<file path="src/include/csr_macros.svh">
`ifndef CSR_MACROS_SVH
`define CSR_MACROS_SVH

`default_nettype none

// Register width of the unit, fixed
`define CSR_XLEN 32

////////////////////////////////////////
// Machine CSR addresses
////////////////////////////////////////

`define CSR_MSTATUS       12'h300
`define CSR_MIE           12'h304
`define CSR_MTVEC         12'h305
`define CSR_MCOUNTINHIBIT 12'h320
`define CSR_MSCRATCH      12'h340
`define CSR_MEPC          12'h341
`define CSR_MCAUSE        12'h342
`define CSR_MTVAL         12'h343
`define CSR_MIP           12'h344

// Machine counters, read-write
`define CSR_MCYCLE        12'hB00
`define CSR_MINSTRET      12'hB02

// User copies of the counters, read-only
`define CSR_CYCLE         12'hC00
`define CSR_INSTRET       12'hC02

// Bit positions inside mstatus
`define MSTATUS_MIE  3
`define MSTATUS_MPIE 7
// Low bit of the two-bit MPP field
`define MSTATUS_MPP  11

`default_nettype wire

`endif

</file>
<file path="src/logic/csrPkg.sv">
`default_nettype none

package csrPkg;

  ////////////////////////////////////////
  // CSR instruction operations
  ////////////////////////////////////////

  // Taken from funct3[1:0] of the CSR instruction
  // funct3[2] only picks the immediate source and is not part of the op
  typedef enum logic [1:0] {
    // No CSR op, the access only reads
    csrNone = 2'b00,
    // csrrw / csrrwi, the source replaces the register
    csrRw   = 2'b01,
    // csrrs / csrrsi, the source bits are set
    csrRs   = 2'b10,
    // csrrc / csrrci, the source bits are cleared
    csrRc   = 2'b11
  } csrOp;

  ////////////////////////////////////////
  // Privilege levels
  ////////////////////////////////////////

  // Encoded as in the privileged spec so that CSR address bits 9:8
  // can be compared against the level directly
  // Supervisor (01) is not built
  typedef enum logic [1:0] {
    // User mode
    privU = 2'b00,
    // Machine mode, also the level after reset
    privM = 2'b11
  } privLevel;

endpackage

`default_nettype wire

</file>
<file path="src/logic/csrAccessIf.sv">
`include "csr_macros.svh"
`default_nettype none

// One access port between the access stage and a register bank
interface csrAccessIf;

  // CSR address from instr[31:20]
  logic [11:0]          adr;
  // One-cycle write strobe, the bank applies it at the edge
  logic                 write;
  // Value to store when write is high
  logic [`CSR_XLEN-1:0] writeVal;
  // Read data, zero for addresses the bank does not own
  logic [`CSR_XLEN-1:0] readVal;
  // Bank owns adr
  logic                 hit;

  // Access stage side
  modport stage (
    output adr,
    output write,
    output writeVal,
    input  readVal,
    input  hit
  );

  // Register bank side
  modport bank (
    input  adr,
    input  write,
    input  writeVal,
    output readVal,
    output hit
  );

endinterface

`default_nettype wire

</file>
<file path="src/logic/csrAccessStage.sv">
`include "csr_macros.svh"
`default_nettype none

module csrAccessStage (
  input  logic                 clk,
  input  logic                 reset,
  input  logic                 stall,
  input  logic                 flush,
  input  logic                 csrValid,
  input  logic [31:0]          instr,
  input  logic [`CSR_XLEN-1:0] srcA,
  input  csrPkg::privLevel     privMode,
  csrAccessIf.stage            machineBus,
  csrAccessIf.stage            counterBus,
  output logic [`CSR_XLEN-1:0] readValW,
  output logic                 illegal
);

  logic [11:0]          adr;
  logic [4:0]           rs1;
  logic                 useImm;
  csrPkg::csrOp         op;
  logic [`CSR_XLEN-1:0] src;
  logic [`CSR_XLEN-1:0] readValM;
  logic [`CSR_XLEN-1:0] writeValM;
  logic                 anyHit;
  logic                 writesReg;
  logic                 privTooLow;
  logic                 readOnlyWrite;
  logic                 doWrite;

  ////////////////////////////////////////
  // Instruction decode
  ////////////////////////////////////////

  assign adr    = instr[31:20];
  assign rs1    = instr[19:15];
  assign useImm = instr[14];
  assign op     = csrPkg::csrOp'(instr[13:12]);

  // Register value or zero-extended uimm
  assign src = useImm ? {{(`CSR_XLEN-5){1'b0}}, rs1} : srcA;

  // Only one bank hits, so OR is enough to merge
  assign readValM = machineBus.readVal | counterBus.readVal;
  assign anyHit   = machineBus.hit | counterBus.hit;

  // Set and clear with rs1/uimm field of zero only read
  assign writesReg = (op == csrPkg::csrRw) ||
                     ((op == csrPkg::csrRs || op == csrPkg::csrRc) && (rs1 != 5'd0));

  // Read-modify-write value
  always_comb begin
    case (op)
      csrPkg::csrRw: writeValM = src;
      csrPkg::csrRs: writeValM = readValM | src;
      csrPkg::csrRc: writeValM = readValM & ~src;
      default:       writeValM = readValM;
    endcase
  end

  ////////////////////////////////////////
  // Legality check
  ////////////////////////////////////////

  // Address bits 9:8 give the lowest level allowed to touch the CSR
  assign privTooLow    = adr[9:8] > privMode;
  // Bits 11:10 both set mark a read-only CSR
  assign readOnlyWrite = writesReg && (adr[11:10] == 2'b11);

  assign illegal = csrValid && (!anyHit || privTooLow || readOnlyWrite);

  // Write strobe only for an accepted legal writing access
  assign doWrite = csrValid && !stall && !illegal && writesReg;

  // Both banks see the same request and decode their own addresses
  assign machineBus.adr      = adr;
  assign machineBus.write    = doWrite;
  assign machineBus.writeVal = writeValM;
  assign counterBus.adr      = adr;
  assign counterBus.write    = doWrite;
  assign counterBus.writeVal = writeValM;

  ////////////////////////////////////////
  // Writeback register
  ////////////////////////////////////////

  // Flush wins over stall
  // Illegal or idle cycles leave zero so no machine state leaks to user code
  always_ff @(posedge clk) begin
    if (reset || flush) begin
      readValW <= '0;
    end else if (!stall) begin
      readValW <= (csrValid && !illegal) ? readValM : '0;
    end
  end

endmodule

`default_nettype wire

</file>
<file path="src/logic/csrMachine.sv">
`include "csr_macros.svh"
`default_nettype none

module csrMachine (
  input  logic                 clk,
  input  logic                 reset,
  csrAccessIf.bank             bus,
  input  logic                 trap,
  input  logic                 mret,
  input  logic                 timerInt,
  input  logic                 extInt,
  input  logic [`CSR_XLEN-1:0] pc,
  input  logic [`CSR_XLEN-1:0] cause,
  input  logic [`CSR_XLEN-1:0] faultValue,
  output logic [`CSR_XLEN-1:0] trapVector,
  output logic [`CSR_XLEN-1:0] epc,
  output csrPkg::privLevel     privMode,
  output logic                 interruptPending
);

  // Machine timer and external interrupt bits in mip and mie
  localparam int mtiBit = 7;
  localparam int meiBit = 11;
  localparam logic [`CSR_XLEN-1:0] intMask = (`CSR_XLEN'(1) << mtiBit) |
                                             (`CSR_XLEN'(1) << meiBit);

  // mstatus fields kept apart, the rest reads as zero
  logic                 statusMie;
  logic                 statusMpie;
  csrPkg::privLevel     statusMpp;
  logic [`CSR_XLEN-1:0] mieReg;
  logic [`CSR_XLEN-1:0] mtvec;
  logic [`CSR_XLEN-1:0] mscratch;
  logic [`CSR_XLEN-1:0] mepc;
  logic [`CSR_XLEN-1:0] mcause;
  logic [`CSR_XLEN-1:0] mtval;
  logic [`CSR_XLEN-1:0] mstatusVal;
  logic [`CSR_XLEN-1:0] mipVal;

  ////////////////////////////////////////
  // Read side
  ////////////////////////////////////////

  always_comb begin
    mstatusVal = '0;
    mstatusVal[`MSTATUS_MIE] = statusMie;
    mstatusVal[`MSTATUS_MPIE] = statusMpie;
    mstatusVal[`MSTATUS_MPP +: 2] = statusMpp;
  end

  // mip follows the interrupt lines, writes are dropped
  always_comb begin
    mipVal = '0;
    mipVal[mtiBit] = timerInt;
    mipVal[meiBit] = extInt;
  end

  always_comb begin
    bus.readVal = '0;
    bus.hit = 1'b1;
    case (bus.adr)
      `CSR_MSTATUS:  bus.readVal = mstatusVal;
      `CSR_MIE:      bus.readVal = mieReg;
      `CSR_MTVEC:    bus.readVal = mtvec;
      `CSR_MSCRATCH: bus.readVal = mscratch;
      `CSR_MEPC:     bus.readVal = mepc;
      `CSR_MCAUSE:   bus.readVal = mcause;
      `CSR_MTVAL:    bus.readVal = mtval;
      `CSR_MIP:      bus.readVal = mipVal;
      default:       bus.hit = 1'b0;
    endcase
  end

  ////////////////////////////////////////
  // Update side
  ////////////////////////////////////////

  // Trap beats mret, both beat a CSR write in the same cycle
  always_ff @(posedge clk) begin
    if (reset) begin
      statusMie  <= 1'b0;
      statusMpie <= 1'b0;
      statusMpp  <= csrPkg::privU;
      mieReg     <= '0;
      mtvec      <= '0;
      mscratch   <= '0;
      mepc       <= '0;
      mcause     <= '0;
      mtval      <= '0;
      privMode   <= csrPkg::privM;
    end else if (trap) begin
      mepc       <= {pc[`CSR_XLEN-1:1], 1'b0};
      mcause     <= cause;
      mtval      <= faultValue;
      statusMpie <= statusMie;
      statusMie  <= 1'b0;
      statusMpp  <= privMode;
      privMode   <= csrPkg::privM;
    end else if (mret) begin
      statusMie  <= statusMpie;
      statusMpie <= 1'b1;
      privMode   <= statusMpp;
      statusMpp  <= csrPkg::privU;
    end else if (bus.write) begin
      case (bus.adr)
        `CSR_MSTATUS: begin
          statusMie  <= bus.writeVal[`MSTATUS_MIE];
          statusMpie <= bus.writeVal[`MSTATUS_MPIE];
          // Only M is kept, anything else falls back to U
          statusMpp  <= (bus.writeVal[`MSTATUS_MPP +: 2] == 2'b11) ?
                        csrPkg::privM : csrPkg::privU;
        end
        `CSR_MIE:      mieReg   <= bus.writeVal & intMask;
        `CSR_MTVEC:    mtvec    <= {bus.writeVal[`CSR_XLEN-1:2], 2'b00};
        `CSR_MSCRATCH: mscratch <= bus.writeVal;
        `CSR_MEPC:     mepc     <= {bus.writeVal[`CSR_XLEN-1:1], 1'b0};
        `CSR_MCAUSE:   mcause   <= bus.writeVal;
        `CSR_MTVAL:    mtval    <= bus.writeVal;
        default: ;
      endcase
    end
  end

  assign trapVector = mtvec;
  assign epc        = mepc;

  // User mode always takes machine interrupts, machine mode needs MIE
  assign interruptPending = |(mipVal & mieReg) &&
                            (statusMie || (privMode == csrPkg::privU));

endmodule

`default_nettype wire

</file>
<file path="src/logic/csrCounters.sv">
`include "csr_macros.svh"
`default_nettype none

module csrCounters (
  input  logic     clk,
  input  logic     reset,
  input  logic     instrRetired,
  csrAccessIf.bank bus
);

  // CY at bit 0 and IR at bit 2, bit 1 is not built
  localparam logic [`CSR_XLEN-1:0] inhibitMask = `CSR_XLEN'h5;

  logic [`CSR_XLEN-1:0] mcycle;
  logic [`CSR_XLEN-1:0] minstret;
  logic [`CSR_XLEN-1:0] inhibit;
  logic                 writeCycle;
  logic                 writeInstret;

  ////////////////////////////////////////
  // Read side
  ////////////////////////////////////////

  // User copies alias the machine counters
  always_comb begin
    bus.readVal = '0;
    bus.hit = 1'b1;
    case (bus.adr)
      `CSR_MCOUNTINHIBIT: bus.readVal = inhibit;
      `CSR_MCYCLE:        bus.readVal = mcycle;
      `CSR_CYCLE:         bus.readVal = mcycle;
      `CSR_MINSTRET:      bus.readVal = minstret;
      `CSR_INSTRET:       bus.readVal = minstret;
      default:            bus.hit = 1'b0;
    endcase
  end

  ////////////////////////////////////////
  // Update side
  ////////////////////////////////////////

  // Only the machine addresses write, the user copies never do
  assign writeCycle   = bus.write && (bus.adr == `CSR_MCYCLE);
  assign writeInstret = bus.write && (bus.adr == `CSR_MINSTRET);

  always_ff @(posedge clk) begin
    if (reset) begin
      mcycle   <= '0;
      minstret <= '0;
      inhibit  <= '0;
    end else begin
      // A write replaces the increment of that cycle
      if (writeCycle) begin
        mcycle <= bus.writeVal;
      end else if (!inhibit[0]) begin
        mcycle <= mcycle + 1'b1;
      end
      if (writeInstret) begin
        minstret <= bus.writeVal;
      end else if (instrRetired && !inhibit[2]) begin
        minstret <= minstret + 1'b1;
      end
      if (bus.write && (bus.adr == `CSR_MCOUNTINHIBIT)) begin
        inhibit <= bus.writeVal & inhibitMask;
      end
    end
  end

endmodule

`default_nettype wire

</file>
<file path="src/logic/csrFile.sv">
`include "csr_macros.svh"
`default_nettype none

module csrFile (
  input  logic                 clk,
  input  logic                 reset,
  input  logic                 stall,
  input  logic                 flush,
  input  logic                 csrValid,
  input  logic                 trap,
  input  logic                 mret,
  input  logic                 instrRetired,
  input  logic                 timerInt,
  input  logic                 extInt,
  input  logic [31:0]          instr,
  input  logic [`CSR_XLEN-1:0] srcA,
  input  logic [`CSR_XLEN-1:0] pc,
  input  logic [`CSR_XLEN-1:0] cause,
  input  logic [`CSR_XLEN-1:0] faultValue,
  output logic [`CSR_XLEN-1:0] readValW,
  output logic [`CSR_XLEN-1:0] trapVector,
  output logic [`CSR_XLEN-1:0] epc,
  output logic                 illegal,
  output logic                 interruptPending,
  output logic [1:0]           privMode
);

  // Current level, owned by the machine bank
  csrPkg::privLevel curPriv;

  // One access port per bank
  csrAccessIf machineBus ();
  csrAccessIf counterBus ();

  csrAccessStage stage (
    .clk        (clk),
    .reset      (reset),
    .stall      (stall),
    .flush      (flush),
    .csrValid   (csrValid),
    .instr      (instr),
    .srcA       (srcA),
    .privMode   (curPriv),
    .machineBus (machineBus.stage),
    .counterBus (counterBus.stage),
    .readValW   (readValW),
    .illegal    (illegal)
  );

  csrMachine machine (
    .clk              (clk),
    .reset            (reset),
    .bus              (machineBus.bank),
    .trap             (trap),
    .mret             (mret),
    .timerInt         (timerInt),
    .extInt           (extInt),
    .pc               (pc),
    .cause            (cause),
    .faultValue       (faultValue),
    .trapVector       (trapVector),
    .epc              (epc),
    .privMode         (curPriv),
    .interruptPending (interruptPending)
  );

  csrCounters counters (
    .clk          (clk),
    .reset        (reset),
    .instrRetired (instrRetired),
    .bus          (counterBus.bank)
  );

  // Enum leaves the unit as a plain 2-bit code
  assign privMode = curPriv;

endmodule

`default_nettype wire

</file>
<file path="config.mk">
export PLATFORM = sky130hd
export DESIGN_NAME = csrFile
export DESIGN_NICKNAME = d
export VERILOG_FILES = /design/src/logic/csrPkg.sv /design/src/logic/csrAccessIf.sv /design/src/logic/csrAccessStage.sv /design/src/logic/csrMachine.sv /design/src/logic/csrCounters.sv /design/src/logic/csrFile.sv
export VERILOG_INCLUDE_DIRS = /design/src /design/src/include
export SDC_FILE = /design/constraint.sdc
export NUM_CORES = 1
export LEC_CHECK = 0
export ABC_CLOCK_PERIOD_IN_PS = 8100
export BUFFER_PORTS_ARGS = -buffer_cell sky130_fd_sc_hd__buf_2
export CAP_MARGIN = 20
export CORE_ASPECT_RATIO = 0.75
export CORE_MARGIN = 2
export CORE_UTILIZATION = 40
export DETAILED_ROUTE_END_ITERATION = 12
export PLACE_DENSITY = 0.72
export SETUP_SLACK_MARGIN = 0.3
export SKIP_LAST_GASP = 1
export SYNTH_ARGS = -nofsm -noshare
export SYNTH_HDL_FRONTEND = slang
export SYNTH_SLANG_ARGS = --single-unit
export TNS_END_PERCENT = 1
</file>
<file path="constraint.sdc">
create_clock -name clk -period 8.1 [get_ports clk]
set_input_delay 0.81 -clock clk [delete_from_list [all_inputs] [get_ports clk]]
set_output_delay 0.81 -clock clk [all_outputs]
set_load 0.02 [all_outputs]
</file>
==> run summary <==
initial antenna violation count: 1
top cells by area, synth: dfxtp_1, mux2i_1, nor2_1, xnor2_1, nand2_1
Root Driver: clkbuf_16
final wirelength: 55800 um
final hold slack: 0.453 ns
Power Density: 175 nW/um^2
clk_skew: 0.0250 ns
Critical Path Max Stage Delay: 0.73 ns
worst r2r dst: machine.mtval[1]
EDFF count, synth: 0
per-cell routed wire length: 23.0 um
port bufs: 253
# diodes: 0
sequential area share after synthesis: 35.8%
Die Height: 170 um
Synth Area in Simple Gates: 22.5%
met1 wire length: 24100 um
final hold violations: 0
max-slew violations: 0
reg2reg path depth: 10
share of Yosys cell area claimed by the top area cell type: 35.8%
Worst Hold Class: flip-flop to flip-flop
post-layout util: 47.9%
min cycle time layout: 4.17 ns
CTS Hold Bufs: 0
Placer Congestion: 0.977
largest family of logic cells by synthesized area: compound AO/OA/AOI/OAI gates
vias in the first global route: 13900
Post-DRT Antenna Nets: 0
Max Cap Viol: 0
Reg power frac: 44.6%
proportion of synthesized area in mux cells: 6.89%
# IOs: 270
synth unique cells: 74
syn avg cell area: 8.32 sq um
cell family with most CP delay: compound AO/OA/AOI/OAI gates
die extent in x: 225 um
DP Wirelength: 39700 um
crit-path cells: buf_2 > buf_4 > nor3_1 > o2111ai_2 > o41a_1 > a21o_1 > and2_1 > buf_2
async set-reset flop share out of synthesis: 0%
Setup CP Type: input pin to primary output
Synth Area in Compound Gates: 24.0%
critical path arrival: 3.36 ns
hold depth: 2
status: finished clean
# setup viols final: 0
Starting Density: 40.8%
clk slew on worst S/H paths: 0.07 ns
worst rel slew slack: 23.4%
Resized Gates After CTS: 0
largest net degree at the start of global routing: 112
combinational share of power: 11.0%
DIE AREA: 38300 sq um
Max Freq: 0.240 GHz
crit path max-delay cell type: o41a_1
post-synth top area cell: dfxtp_1
Critical Path Fanout Max: 46
Startpoint Class: input pin
setup bufs post-CTS: 0
Leak: 6.41 nW
Total GRT Usage: 28.4%
Final Cycle Share: 51.4%
wire length on met2: 23400 um
synthesized area: 14700 sq um
Synth Area in Adders: 0.340%
vias per cell: 6.16
flops & latches, synth: 263
ys flop type: dfxtp_1
r2r startpoint: machine.privMode[1]
TNS Setup: 0 ns
total CTS buffers: 29
# fillers: 3481
Crit path top cell by count: buf_2
worst vdd ir: 0.000135 V
r2r setup slk: 4.94 ns
Vias: 14900
DR top layer: met4
GR Overflow Total: 0
fin nets: 2111
P&R area growth vs syn: 17.3%
clk sinks: 263
CTS tree: yes
Int Power: 0.00219 W
clock latency on the worst-skew pair: 0.57 ns
H-Tree Depth: 1
DRT iter0 DRCs: 1861
worst hold path endpoint: stage.readValW[16]
drt pass-1 iters: 6
Slew @ Worst Pin: 1.14 ns
share of layout cells above drive strength 1: 20.8%
FP Rows: 60
Mapped Cells: 1768
Req. time, crit path: 7.29 ns
XOR/XNOR Fraction of Synth Area: 5.42%
CTS Buffer Depth: 3
CP Buf/Inv Count: 3
RSZ-0062 raised after global routing: no
Sw Pwr: 0.000834 W
Crit. End Element: primary output
Hold Startpoint: stage.readValW[16]
Switching Fraction: 27.5%
first-pass GRT wire length: 83600 um
warnings from Yosys: 0
core box area: 36000 sq um
residual DRC count: 0
met3 wire length: 6650 um
Clock power frac: 44.4%
==> how the worst max path moves through the flow <==
stage	startpoint	endpoint	slack, ns	depth (start not counted)
floorplan	instr[20]	illegal	4.81	6
global placement	instr[21]	machine.epc[12]	3.61	8
detailed placement	instr[21]	machine.mcause[12]	3.55	8
CTS	instr[20]	illegal	4.01	8
global route	instr[21]	machine.statusMpp[1]	3.83	8
finish	instr[20]	illegal	3.93	8
==> stage by stage <==
step	cells	instance area, sq um	total power, W	setup WS (ns)
after floorplan	1770	14700	0.00157	4.81
after global placement	2368	16300	0.00170	3.61
after detailed placement	2369	16300	0.00170	3.55
after CTS	2422	17200	0.00303	4.01
after global routing	2424	17300	0.00311	3.83
final	2424	17300	0.00303	3.93
==> synthesized netlist by cell type, types with 6 or more instances <==
cell,n
or2_2,6
nor4_1,13
o2bb2ai_1,16
inv_1,23
and4_1,11
nor3_1,15
a21oi_1,60
or4b_2,10
mux2_2,7
a32oi_1,10
a211oi_1,82
a22o_1,48
nand3_1,43
o21ai_0,76
a22oi_1,35
o22ai_1,37
and2_1,16
clkbuf_1,104
buf_1,10
nand3b_1,8
o221ai_1,10
mux2i_1,82
a221oi_1,23
nand2b_1,12
buf_2,32
nor2_1,215
xnor2_1,79
dfxtp_1,263
nand2_1,175
o31ai_1,7
buf_4,9
o21ai_1,16
nor2b_1,32
nor3b_1,38
xor2_1,12
nand4_1,25
a2111oi_4,6
and3_1,15
==> worst min-delay path: cells and delay by family, from the launching register on <==
family,cells,cell delay (ns)
compound gates,1,0.05
flops,1,0.31
simple gates,1,0.05
==> per-layer routing <==
metal | vias to the layer above | track usage, %
met3 | 105 | 7.37
met5 | - | 0
met2 | 866 | 42.2
li1 | 6811 | -
met4 | 0 | 9.04
met1 | 7145 | 40.1
==> placed cells by master (no fill, tap or decap), types with 25 or more instances in the layout <==
master     instances
nor2_1           214
o21ai_0           76
xnor2_1           79
a22o_1            48
nand4_1           25
a211oi_1          82
clkbuf_16         29
a21oi_1           60
mux2i_1           82
o22ai_1           37
buf_4             37
nor2b_1           32
nand3_1           43
dfxtp_1          263
nor3b_1           37
a22oi_1           35
nand2_1          175
buf_2            251
==> registers in the layout, summed over array words and instances, names as in the netlist, 30 cells and up <==
name and flops:
counters.mcycle 32, counters.minstret 32, machine.epc 31, machine.mcause 32, machine.mscratch 32, machine.mtval 32, machine.trapVector 30, stage.readValW 32
==> power groups by stage <==
stage | clock network, W | logic (W) | registers, W
floorplan | 0 | 0.000191 | 0.00138
global placement | 0 | 0.000320 | 0.00138
detailed placement | 0 | 0.000326 | 0.00138
CTS | 0.00135 | 0.000327 | 0.00135
global route | 0.00140 | 0.000358 | 0.00135
finish | 0.00134 | 0.000334 | 0.00135
==> final cells by class <==
cell class,count,area [sq um],share of cell area [%]
multi-input cells,1329,8790,50.9
flip-flops and latches,263,5270,30.5
well taps,465,582,3.37
inverters,23,86.3,0.500
repair buffers,291,1570,9.08
clock inverters,18,154,0.892
clock buffers,35,808,4.69
==> kinds of logic (layout without fill, tap and decap cells) <==
kind of cell | after synthesis | in the layout
xor gates and xnor gates | 91 | 91
other | 1 | 3
adders and majority gates | 4 | 4
DFF | 263 | 263
and+or+nand+nor | 659 | 659
buffers and inverters | 178 | 367
AOI/OAI and AO/OA | 478 | 478
muxes | 94 | 94
Power figures use the tool's default switching activity.
